## src/source/sniff_pkg.sv

```systemverilog
/*
 * Shared types and constants for the CCI-P protocol checker.
 * Every checker and the reporter import this package.
 */
package sniff_pkg;

   // Channel 0 read request types, others illegal
   typedef enum logic [3:0] {
      RDLINE_I = 4'h0,
      RDLINE_S = 4'h1
   } c0_req_t;

   // Channel 1 write and fence types, others illegal
   typedef enum logic [3:0] {
      WRLINE_I = 4'h0,
      WRLINE_M = 4'h1,
      WRFENCE  = 4'h4
   } c1_req_t;

   // Lines per request, 3 lines is never legal
   typedef enum logic [1:0] {
      LEN_1 = 2'd0,
      LEN_2 = 2'd1,
      LEN_3 = 2'd2,
      LEN_4 = 2'd3
   } cl_len_t;

   localparam int VC_W         = 2;
   localparam int ADDR_LOW_W   = 2;
   localparam int MMIO_TID_W   = 4;
   localparam int MMIO_SLOTS   = 16;
   localparam int MMIO_TIMEOUT = 64;
   localparam int MMIO_TIMER_W = 7;

   // Error codes, lower value wins arbitration
   typedef enum logic [4:0] {
      NO_ERROR,
      C0_INVALID_REQTYPE,
      C0_3CL_REQUEST,
      C0_ADDRALIGN_2,
      C0_ADDRALIGN_4,
      C1_INVALID_REQTYPE,
      C1_3CL_REQUEST,
      C1_ADDRALIGN_2,
      C1_ADDRALIGN_4,
      C1_SOP_NOT_SET,
      C1_SOP_SET_MCL,
      C1_UNEXP_VCSEL,
      C1_UNEXP_REQTYPE,
      C1_UNEXP_ADDR,
      C1_WRFENCE_IN_MCL,
      MMIO_RDRSP_TIMEOUT,
      MMIO_RDRSP_UNSOLICITED
   } sniff_code_t;

   // Report stream
   localparam int REPORT_CREDITS    = 4;
   localparam int REPORT_FIFO_DEPTH = 4;
   localparam int DROP_W            = 8;
   localparam int REPORT_CREDIT_W   = $clog2(REPORT_CREDITS + 1);
   localparam int REPORT_PTR_W      = $clog2(REPORT_FIFO_DEPTH);
   localparam int REPORT_CNT_W      = $clog2(REPORT_FIFO_DEPTH + 1);

endpackage

```

## src/source/req_capture.sv

```systemverilog
/*
 * Input stage of the checker. Samples every watched request and MMIO
 * signal once so all checkers work on the same aligned cycle.
 */
`timescale 1ns/1ns

module req_capture
   import sniff_pkg::*;
(
   input  logic                  clk,
   input  logic                  rst,
   input  logic                  c0_valid,
   input  c0_req_t               c0_req_type,
   input  cl_len_t               c0_cl_len,
   input  logic [ADDR_LOW_W-1:0] c0_addr_low,
   input  logic                  c1_valid,
   input  c1_req_t               c1_req_type,
   input  cl_len_t               c1_cl_len,
   input  logic                  c1_sop,
   input  logic [VC_W-1:0]       c1_vc_sel,
   input  logic [ADDR_LOW_W-1:0] c1_addr_low,
   input  logic                  mmio_req_valid,
   input  logic [MMIO_TID_W-1:0] mmio_req_tid,
   input  logic                  mmio_rsp_valid,
   input  logic [MMIO_TID_W-1:0] mmio_rsp_tid,
   output logic                  r_c0_valid,
   output c0_req_t               r_c0_req_type,
   output cl_len_t               r_c0_cl_len,
   output logic [ADDR_LOW_W-1:0] r_c0_addr_low,
   output logic                  r_c1_valid,
   output c1_req_t               r_c1_req_type,
   output cl_len_t               r_c1_cl_len,
   output logic                  r_c1_sop,
   output logic [VC_W-1:0]       r_c1_vc_sel,
   output logic [ADDR_LOW_W-1:0] r_c1_addr_low,
   output logic                  r_mmio_req_valid,
   output logic [MMIO_TID_W-1:0] r_mmio_req_tid,
   output logic                  r_mmio_rsp_valid,
   output logic [MMIO_TID_W-1:0] r_mmio_rsp_tid
);

   // Valid strobes
   always_ff @(posedge clk) begin
      if (rst) begin
         r_c0_valid       <= 1'b0;
         r_c1_valid       <= 1'b0;
         r_mmio_req_valid <= 1'b0;
         r_mmio_rsp_valid <= 1'b0;
      end else begin
         r_c0_valid       <= c0_valid;
         r_c1_valid       <= c1_valid;
         r_mmio_req_valid <= mmio_req_valid;
         r_mmio_rsp_valid <= mmio_rsp_valid;
      end
   end

   // Header fields, only meaningful with their valid
   always_ff @(posedge clk) begin
      r_c0_req_type  <= c0_req_type;
      r_c0_cl_len    <= c0_cl_len;
      r_c0_addr_low  <= c0_addr_low;
      r_c1_req_type  <= c1_req_type;
      r_c1_cl_len    <= c1_cl_len;
      r_c1_sop       <= c1_sop;
      r_c1_vc_sel    <= c1_vc_sel;
      r_c1_addr_low  <= c1_addr_low;
      r_mmio_req_tid <= mmio_req_tid;
      r_mmio_rsp_tid <= mmio_rsp_tid;
   end

   // Sampled type must be known whenever the request was valid
   a_c0_type_known: assert property (@(posedge clk) disable iff (rst)
      c0_valid |=> !$isunknown(r_c0_req_type));
   a_c1_type_known: assert property (@(posedge clk) disable iff (rst)
      c1_valid |=> !$isunknown(r_c1_req_type));

endmodule

```

## src/source/rd_req_checker.sv

```systemverilog
/*
 * Channel 0 read request rules. Flags an illegal type, a 3-line
 * request and misaligned multi-line reads, one code per request.
 */
`timescale 1ns/1ns

module rd_req_checker
   import sniff_pkg::*;
(
   input  logic                  clk,
   input  logic                  rst,
   input  logic                  r_c0_valid,
   input  c0_req_t               r_c0_req_type,
   input  cl_len_t               r_c0_cl_len,
   input  logic [ADDR_LOW_W-1:0] r_c0_addr_low,
   output sniff_code_t           rd_code
);

   sniff_code_t code_next;
   logic        type_ok;

   assign type_ok = r_c0_req_type inside {RDLINE_I, RDLINE_S};

   // Priority chain, lowest code first
   always_comb begin
      code_next = NO_ERROR;
      if (r_c0_valid) begin
         if (!type_ok)
            code_next = C0_INVALID_REQTYPE;
         else if (r_c0_cl_len == LEN_3)
            code_next = C0_3CL_REQUEST;
         // 2-line needs even line address
         else if (r_c0_cl_len == LEN_2 && r_c0_addr_low[0])
            code_next = C0_ADDRALIGN_2;
         // 4-line needs both low bits clear
         else if (r_c0_cl_len == LEN_4 && r_c0_addr_low != '0)
            code_next = C0_ADDRALIGN_4;
      end
   end

   always_ff @(posedge clk) begin
      if (rst)
         rd_code <= NO_ERROR;
      else
         rd_code <= code_next;
   end

endmodule

```

## src/source/wr_mcl_checker.sv

```systemverilog
/*
 * Channel 1 multi-line write sequence checker. Tracks the beat of the
 * current burst and checks each beat against the SOP beat.
 */
`timescale 1ns/1ns

module wr_mcl_checker
   import sniff_pkg::*;
(
   input  logic                  clk,
   input  logic                  rst,
   input  logic                  r_c1_valid,
   input  c1_req_t               r_c1_req_type,
   input  cl_len_t               r_c1_cl_len,
   input  logic                  r_c1_sop,
   input  logic [VC_W-1:0]       r_c1_vc_sel,
   input  logic [ADDR_LOW_W-1:0] r_c1_addr_low,
   output sniff_code_t           wr_code
);

   // Encoding doubles as the beat index within the burst
   typedef enum logic [1:0] {
      expect_first  = 2'd0,
      expect_second = 2'd1,
      expect_third  = 2'd2,
      expect_fourth = 2'd3
   } state_t;

   state_t                state;
   state_t                state_next;
   sniff_code_t           code_next;
   c1_req_t               base_type;
   cl_len_t               base_len;
   logic [VC_W-1:0]       base_vc;
   logic [ADDR_LOW_W-1:0] base_addr;
   logic [ADDR_LOW_W-1:0] beat_idx;
   logic                  is_write;
   logic                  is_fence;
   logic                  last_beat;

   assign is_write  = r_c1_valid && (r_c1_req_type inside {WRLINE_I, WRLINE_M});
   assign is_fence  = r_c1_valid && (r_c1_req_type == WRFENCE);
   assign beat_idx  = ADDR_LOW_W'(state);
   // 2-line burst ends after the second beat
   assign last_beat = (state == expect_fourth) ||
                      (state == expect_second && base_len == LEN_2);

   always_comb begin
      code_next  = NO_ERROR;
      state_next = state;
      if (r_c1_valid && !is_write && !is_fence) begin
         code_next = C1_INVALID_REQTYPE;
      end else if (state == expect_first) begin
         // Fence is legal here and needs no checks
         if (is_write) begin
            if (r_c1_cl_len == LEN_3)
               code_next = C1_3CL_REQUEST;
            else if (r_c1_cl_len == LEN_2 && r_c1_addr_low[0])
               code_next = C1_ADDRALIGN_2;
            else if (r_c1_cl_len == LEN_4 && r_c1_addr_low != '0)
               code_next = C1_ADDRALIGN_4;
            else if (!r_c1_sop)
               code_next = C1_SOP_NOT_SET;
            if (r_c1_sop && (r_c1_cl_len inside {LEN_2, LEN_4}))
               state_next = expect_second;
         end
      end else if (is_fence) begin
         // Fence mid burst keeps the burst open
         code_next = C1_WRFENCE_IN_MCL;
      end else if (is_write) begin
         if (r_c1_sop)
            code_next = C1_SOP_SET_MCL;
         else if (r_c1_vc_sel != base_vc)
            code_next = C1_UNEXP_VCSEL;
         else if (r_c1_req_type != base_type)
            code_next = C1_UNEXP_REQTYPE;
         else if (r_c1_addr_low != base_addr + beat_idx)
            code_next = C1_UNEXP_ADDR;
         state_next = last_beat ? expect_first : state_t'(state + 2'd1);
      end
   end

   always_ff @(posedge clk) begin
      if (rst) begin
         state   <= expect_first;
         wr_code <= NO_ERROR;
      end else begin
         state   <= state_next;
         wr_code <= code_next;
      end
   end

   // Burst reference taken from the SOP beat
   always_ff @(posedge clk) begin
      if (state == expect_first && is_write && r_c1_sop) begin
         base_type <= r_c1_req_type;
         base_len  <= r_c1_cl_len;
         base_vc   <= r_c1_vc_sel;
         base_addr <= r_c1_addr_low;
      end
   end

   // Third and fourth beats only exist inside a 4-line burst
   a_late_beat_len4: assert property (@(posedge clk) disable iff (rst)
      (state inside {expect_third, expect_fourth}) |-> base_len == LEN_4);

endmodule

```

## src/source/mmio_rsp_tracker.sv

```systemverilog
/*
 * Outstanding MMIO read tracker, one slot per transaction ID.
 * Flags responses with no open request and requests left open too long.
 */
`timescale 1ns/1ns

module mmio_rsp_tracker
   import sniff_pkg::*;
(
   input  logic                  clk,
   input  logic                  rst,
   input  logic                  r_mmio_req_valid,
   input  logic [MMIO_TID_W-1:0] r_mmio_req_tid,
   input  logic                  r_mmio_rsp_valid,
   input  logic [MMIO_TID_W-1:0] r_mmio_rsp_tid,
   output sniff_code_t           mmio_code
);

   logic [MMIO_SLOTS-1:0]   active;
   logic [MMIO_SLOTS-1:0]   reported;
   logic [MMIO_SLOTS-1:0]   timeout_hit;
   logic [MMIO_TIMER_W-1:0] timer [MMIO_SLOTS];
   logic                    unsolicited;
   sniff_code_t             code_next;

   assign unsolicited = r_mmio_rsp_valid && !active[r_mmio_rsp_tid];

   // Timer at limit and not yet flagged
   always_comb begin
      for (int i = 0; i < MMIO_SLOTS; i++) begin
         timeout_hit[i] = active[i] && !reported[i] &&
                          (timer[i] == MMIO_TIMER_W'(MMIO_TIMEOUT));
      end
   end

   always_comb begin
      code_next = NO_ERROR;
      if (timeout_hit != '0)
         code_next = MMIO_RDRSP_TIMEOUT;
      else if (unsolicited)
         code_next = MMIO_RDRSP_UNSOLICITED;
   end

   always_ff @(posedge clk) begin
      if (rst) begin
         active    <= '0;
         reported  <= '0;
         mmio_code <= NO_ERROR;
         for (int i = 0; i < MMIO_SLOTS; i++)
            timer[i] <= '0;
      end else begin
         mmio_code <= code_next;
         for (int i = 0; i < MMIO_SLOTS; i++) begin
            // New request reopens the slot even if still active
            if (r_mmio_req_valid && r_mmio_req_tid == MMIO_TID_W'(i)) begin
               active[i]   <= 1'b1;
               reported[i] <= 1'b0;
               timer[i]    <= '0;
            end else if (r_mmio_rsp_valid && r_mmio_rsp_tid == MMIO_TID_W'(i)) begin
               active[i] <= 1'b0;
            end else if (active[i]) begin
               // Counter parks at the limit
               if (timer[i] != MMIO_TIMER_W'(MMIO_TIMEOUT))
                  timer[i] <= timer[i] + 1'b1;
               if (timeout_hit[i])
                  reported[i] <= 1'b1;
            end
         end
      end
   end

endmodule

```

## src/source/error_reporter.sv

```systemverilog
/*
 * Output stage. Arbitrates the checker codes, queues the winner and
 * sends queued codes out under credit-based flow control.
 */
`timescale 1ns/1ns

module error_reporter
   import sniff_pkg::*;
(
   input  logic              clk,
   input  logic              rst,
   input  sniff_code_t       rd_code,
   input  sniff_code_t       wr_code,
   input  sniff_code_t       mmio_code,
   input  logic              credit_return,
   output logic              report_valid,
   output sniff_code_t       report_code,
   output logic [DROP_W-1:0] drop_count
);

   sniff_code_t                fifo_mem [REPORT_FIFO_DEPTH];
   logic [REPORT_PTR_W-1:0]    wr_ptr;
   logic [REPORT_PTR_W-1:0]    rd_ptr;
   logic [REPORT_CNT_W-1:0]    fifo_cnt;
   logic [REPORT_CREDIT_W-1:0] credits;
   sniff_code_t                win_code;
   logic [1:0]                 n_codes;
   logic [1:0]                 drop_inc;
   logic                       push;
   logic                       pop;
   logic [DROP_W:0]            drop_sum;

   // Lowest nonzero code wins
   always_comb begin
      win_code = mmio_code;
      if (wr_code != NO_ERROR && (win_code == NO_ERROR || wr_code < win_code))
         win_code = wr_code;
      if (rd_code != NO_ERROR && (win_code == NO_ERROR || rd_code < win_code))
         win_code = rd_code;
      n_codes = 2'(rd_code != NO_ERROR) + 2'(wr_code != NO_ERROR) +
                2'(mmio_code != NO_ERROR);
   end

   // Send side, one code per credit
   assign pop          = (credits != '0) && (fifo_cnt != '0);
   assign report_valid = pop;
   assign report_code  = fifo_mem[rd_ptr];

   // A full queue still accepts when a code leaves the same cycle
   assign push = (win_code != NO_ERROR) &&
                 ((fifo_cnt != REPORT_CNT_W'(REPORT_FIFO_DEPTH)) || pop);

   // Losers plus a winner that found no room
   assign drop_inc = (n_codes == 2'd0) ? 2'd0 :
                     (n_codes - 2'd1) + 2'((win_code != NO_ERROR) && !push);
   assign drop_sum = {1'b0, drop_count} + (DROP_W + 1)'(drop_inc);

   always_ff @(posedge clk) begin
      if (rst) begin
         wr_ptr     <= '0;
         rd_ptr     <= '0;
         fifo_cnt   <= '0;
         credits    <= REPORT_CREDIT_W'(REPORT_CREDITS);
         drop_count <= '0;
      end else begin
         if (push)
            wr_ptr <= wr_ptr + 1'b1;
         if (pop)
            rd_ptr <= rd_ptr + 1'b1;
         fifo_cnt <= fifo_cnt + REPORT_CNT_W'(push) - REPORT_CNT_W'(pop);
         credits  <= credits - REPORT_CREDIT_W'(pop) + REPORT_CREDIT_W'(credit_return);
         // Saturate
         drop_count <= drop_sum[DROP_W] ? '1 : drop_sum[DROP_W-1:0];
      end
   end

   always_ff @(posedge clk) begin
      if (push)
         fifo_mem[wr_ptr] <= win_code;
   end

   // Receiver side must keep the credit loop balanced
   a_credits_bounded: assert property (@(posedge clk) disable iff (rst)
      credits <= REPORT_CREDIT_W'(REPORT_CREDITS));
   a_no_extra_return: assert property (@(posedge clk) disable iff (rst)
      credit_return |-> credits != REPORT_CREDIT_W'(REPORT_CREDITS));

endmodule

```

## src/source/ccip_sniffer.sv

```systemverilog
/*
 * Top level of the CCI-P protocol checker. Input stage feeds the read,
 * write and MMIO checkers, whose codes go to the credited reporter.
 */
`timescale 1ns/1ns

module ccip_sniffer
   import sniff_pkg::*;
(
   input  logic                  clk,
   input  logic                  rst,
   input  logic                  c0_valid,
   input  c0_req_t               c0_req_type,
   input  cl_len_t               c0_cl_len,
   input  logic [ADDR_LOW_W-1:0] c0_addr_low,
   input  logic                  c1_valid,
   input  c1_req_t               c1_req_type,
   input  cl_len_t               c1_cl_len,
   input  logic                  c1_sop,
   input  logic [VC_W-1:0]       c1_vc_sel,
   input  logic [ADDR_LOW_W-1:0] c1_addr_low,
   input  logic                  mmio_req_valid,
   input  logic [MMIO_TID_W-1:0] mmio_req_tid,
   input  logic                  mmio_rsp_valid,
   input  logic [MMIO_TID_W-1:0] mmio_rsp_tid,
   input  logic                  credit_return,
   output logic                  report_valid,
   output sniff_code_t           report_code,
   output logic [DROP_W-1:0]     drop_count
);

   // Sampled inputs
   logic                  r_c0_valid;
   c0_req_t               r_c0_req_type;
   cl_len_t               r_c0_cl_len;
   logic [ADDR_LOW_W-1:0] r_c0_addr_low;
   logic                  r_c1_valid;
   c1_req_t               r_c1_req_type;
   cl_len_t               r_c1_cl_len;
   logic                  r_c1_sop;
   logic [VC_W-1:0]       r_c1_vc_sel;
   logic [ADDR_LOW_W-1:0] r_c1_addr_low;
   logic                  r_mmio_req_valid;
   logic [MMIO_TID_W-1:0] r_mmio_req_tid;
   logic                  r_mmio_rsp_valid;
   logic [MMIO_TID_W-1:0] r_mmio_rsp_tid;

   // Checker codes
   sniff_code_t rd_code;
   sniff_code_t wr_code;
   sniff_code_t mmio_code;

   req_capture req_capture_i (.*);

   rd_req_checker rd_req_checker_i (.*);

   wr_mcl_checker wr_mcl_checker_i (.*);

   mmio_rsp_tracker mmio_rsp_tracker_i (.*);

   error_reporter error_reporter_i (.*);

endmodule

```

## config.mk

```make
export PLATFORM = sky130hd
export DESIGN_NAME = ccip_sniffer
export DESIGN_NICKNAME = d
export VERILOG_FILES = /design/src/source/sniff_pkg.sv /design/src/source/req_capture.sv /design/src/source/rd_req_checker.sv /design/src/source/wr_mcl_checker.sv /design/src/source/mmio_rsp_tracker.sv /design/src/source/error_reporter.sv /design/src/source/ccip_sniffer.sv
export SDC_FILE = /design/constraint.sdc
export NUM_CORES = 1
export LEC_CHECK = 0
export BUFFER_PORTS_ARGS = -buffer_cell sky130_fd_sc_hd__buf_2
export CAP_MARGIN = 20
export CORE_UTILIZATION = 45
export DETAILED_ROUTE_END_ITERATION = 10
export GPL_ROUTABILITY_DRIVEN = 0
export HOLD_SLACK_MARGIN = 0.05
export SLEW_MARGIN = 20
export SYNTH_ARGS = -nofsm -noshare
export SYNTH_HDL_FRONTEND = slang
export SYNTH_SLANG_ARGS = --single-unit
```

## constraint.sdc

```tcl
create_clock -name clk -period 15.78 [get_ports clk]
set_clock_uncertainty 0.2 [all_clocks]
set_input_delay 1.578 -clock clk [delete_from_list [all_inputs] [get_ports clk]]
set_output_delay 1.578 -clock clk [all_outputs]
set_load 0.005 [all_outputs]
```

==> impl_metrics.py <==
metrics = {
    "synth": {
        "ys_seq_area_share_pct": 54.18,
        "synth_edf_count": 142,
        "yosysMostFrequentCell": "nor2_1",
        "ys_warn_count": 0,
        "yosys-top-cells-area": "edfxtp_1 (38%), dfxtp_1 (16%), ha_1 (5.9%)",
        "synthArstFlopShare_pct": 0,
        "syn_avg_cell_area_um2": 10.67,
        "syn_inst": 1060,
        "syn_nets": 1151,
        "yosys.area.top_type_share_pct": 37.72,
        "synth_common_cells": "nor2_1 (168), edfxtp_1 (142), dfxtp_1 (93)",
        "netlist_area_um2": 11310,
        "yosys.cell_types.count": 53,
        "synth_seq_cells": 235,
        "synthFlopType": "edfxtp_1",
        "synth.largest_area_cell": "edfxtp_1",
    },
    "floorplan": {
        "pin_count": 48,
        "fp.dieW_um": 160.5,
        "core_um2": 24460,
        "start_util_pct": 46.22,
        "die_y_um": 160.5,
        "die_area_um2": 25760,
        "num_rows": 57,
    },
    "power": {
        "switching_share_pct": 24.31,
        "p_sw_uw": 354.0,
        "power_density_nw_per_um2": 114.7,
        "intPower_uw": 1102,
        "p_seq_share_pct": 49.4,
        "comb_power_share_pct": 10.7,
        "vdd_drop_max_mv": 0.06646,
        "clkPwrFrac_pct": 39.9,
        "power.leakage_uw": 0.004823,
    },
    "setup_path": {
        "worst-endpoint-arrival_ps": 5780,
        "path_class": "flip-flop to flip-flop",
        "startpoint_type": "flip-flop",
        "ff2ff_path_depth": 23,
        "worstSetupEndpointType": "flip-flop",
        "cp_max_fo": 7,
        "crit_required_ps": 15970,
    },
    "clock_network": {
        "cts_resized": 0,
        "insertion_delay_ps": 530,
        "root_buffer": "clkbuf_16",
        "cts_buffer_depth": 3,
        "clock_sinks": 235,
        "cts_tree": "built",
        "postCtsSetupBuffers": 0,
        "htreeDepth": 1,
        "cts_hold_buf": 0,
        "cts.reportedPaths.clkPinSlew_ps": 60,
        "cts_buffers": 27,
    },
    "timing": {
        "tightest_slew_ps": 1052,
        "tns_ps": 0,
        "whs_ps": 254.3,
        "rsz0062_at_grt": "no",
        "setup-violations-final": 0,
        "post-route-period-util_pct": 35.46,
        "slew_viol_final": 0,
        "finalHoldViolCount": 0,
        "slew_headroom_pct": 29.10,
        "finalCriticalPeriod_ps": 5595,
        "max_freq_mhz": 178.7,
    },
    "global_route": {
        "grt_pass1_vias": 7343,
        "grt_usage_pct": 17.01,
        "antenna_found_initial": 1,
        "grt_max_degree": 67,
        "grt_pass1_wl_um": 36030,
        "grt_overflow": 0,
    },
    "final_layout": {
        "fill_cells": 2211,
        "drive_gt1_share_pct": 10.24,
        "fin_area_um2": 12690,
        "fin_util_pct": 51.88,
        "area_delta_synth_final_pct": 12.26,
        "nNetsFinal": 1203,
    },
    "route": {
        "vias_per_cell": 5.209,
        "drcViolationCount": 0,
        "drtIter0Drc": 398,
        "first_pass_iters": 5,
        "ant_nets": 0,
        "wl_um": 21280,
        "vias": 7594,
        "avgRoutedWirePerCell_um": 14.60,
    },
    "worst_hold_path": {
        "min_path_type": "flip-flop to flip-flop",
        "min_delay_path_depth": 1,
    },
    "status": {
        "status": "completed",
    },
    "run": {
        "max_cap_viol_count": 0,
    },
    "placed_design": {
        "hpwl_um": 15070,
        "io_buffers": 46,
        "dpl_cell_area_um2": 11860,
    },
}
## placed cells by master (no fill, tap or decap), types with 3 or more instances in the layout
cell type    n
and3_1      44
nor2_1     168
nand3b_1    20
or3b_2       5
nand3_1     49
xor2_1      41
nor3_1      15
a21oi_1     51
or2_2        3
clkinv_2     7
o2111ai_1    6
nor4b_1      3
nor4_1      15
clkbuf_1    10
clkbuf_8     5
fa_1         4
nand4_1      8
or3_1        6
nor3b_1      8
edfxtp_1   142
o21a_1      13
a31oi_1      8
o21ai_0     34
xnor2_1     58
inv_1       68
clkbuf_16   27
dfxtp_1     93
ha_1        53
mux4_2      10
buf_2       46
nand2_1     50
nand2b_1    16
nor2b_1     18
## per-layer routing
layer,vias up,track usage (%),share of wire (%)
met3,26,2.867,4.2
met2,119,27.90,46
li1,3824,-,-
met1,3625,23.22,48
met4,0,4.675,2.2
met5,-,0,0
## cell type report
class | instances | area, um2 | share of cell area [%]
timing repair buffer | 47 | 237.7 | 1.873
multi-input combinational | 733 | 4840 | 38.13
sequential | 235 | 6126 | 48.26
clock buffer | 42 | 782.0 | 6.161
tap | 324 | 405.4 | 3.194
inverter | 68 | 255.2 | 2.011
clock inverter | 8 | 43.79 | 0.3450
antenna | 1 | 2.502 | 0.01972
## sequential cells by signal (all words and copies together), names as in the netlist, 3 cells and up, named ones only
| signal | flops |
|---|---|
| mmio_rsp_tracker_i.timer | 112 |
| error_reporter_i.fifo_mem | 20 |
| mmio_rsp_tracker_i.active | 16 |
| mmio_rsp_tracker_i.reported | 16 |
| error_reporter_i.drop_count | 8 |
| req_capture_i.r_c1_req_type | 4 |
| req_capture_i.r_mmio_req_tid | 4 |
| req_capture_i.r_mmio_rsp_tid | 4 |
| wr_mcl_checker_i.base_type | 4 |
| wr_mcl_checker_i.wr_code | 4 |
| error_reporter_i.credits | 3 |
| error_reporter_i.fifo_cnt | 3 |
| rd_req_checker_i.rd_code | 3 |
| req_capture_i.r_c0_req_type | 3 |
## worst paths after layout
check | startpoint | endpoint | slack, ps
max | mmio_rsp_tracker_i.mmio_code[2] | error_reporter_i.drop_count[6] | 10180
min | mmio_rsp_tracker_i.reported[10] | mmio_rsp_tracker_i.reported[10] | 250
max reg2reg | mmio_rsp_tracker_i.mmio_code[2] | error_reporter_i.drop_count[6] | 10180
min reg2reg | mmio_rsp_tracker_i.reported[10] | mmio_rsp_tracker_i.reported[10] | 250
## power groups by stage
stage	combinational (uW)	clock [uW]	sequential (uW)
after global placement	154	0	732
after floorplan	124	0	721
after detailed placement	158	0	733
after CTS	159	593	720
after global routing	180	619	726
final	156	580	720
## critical path, stage by stage (launching register included)
cell and delay (ps):
dfxtp_1 470, inv_1 180, ha_1 310, o21ai_0 80
a21oi_1 410, a21oi_1 190, nor2_1 220, nor2_1 90
ha_1 310, o21ai_0 90, a211o_1 340, a31oi_2 320
a2bb2oi_2 140, a211oi_4 340, nand2b_1 160, ha_1 220
nor2_1 100, ha_1 170, inv_1 50, fa_1 430
nor2_1 250, nand3_1 110, nor3b_1 200, nor3_1 70
## cells by family after synthesis
group	after synthesis	share of synthesized area [%]
AND/OR/NAND/NOR	433	19.02
flip-flops	235	54.18
AO/OA/AOI/OAI	132	7.315
XOR/XNOR	99	7.669
buffers and inverters	92	3.054
adder cells (fa/ha/maj)	57	6.574
multiplexers	12	2.180
## through the flow
stage | power [uW] | worst slack (ps) | std cells
4_1_cts | 1473 | 10200 | 1457
6_report | 1456 | 10180 | 1458
3_5_place_dp | 891.3 | 10200 | 1407
2_1_floorplan | 844.5 | 10850 | 1060
5_1_grt | 1525 | 9670 | 1457
3_3_place_gp | 886.1 | 10320 | 1407
No activity file was read; power rests on OpenSTA's default activity.
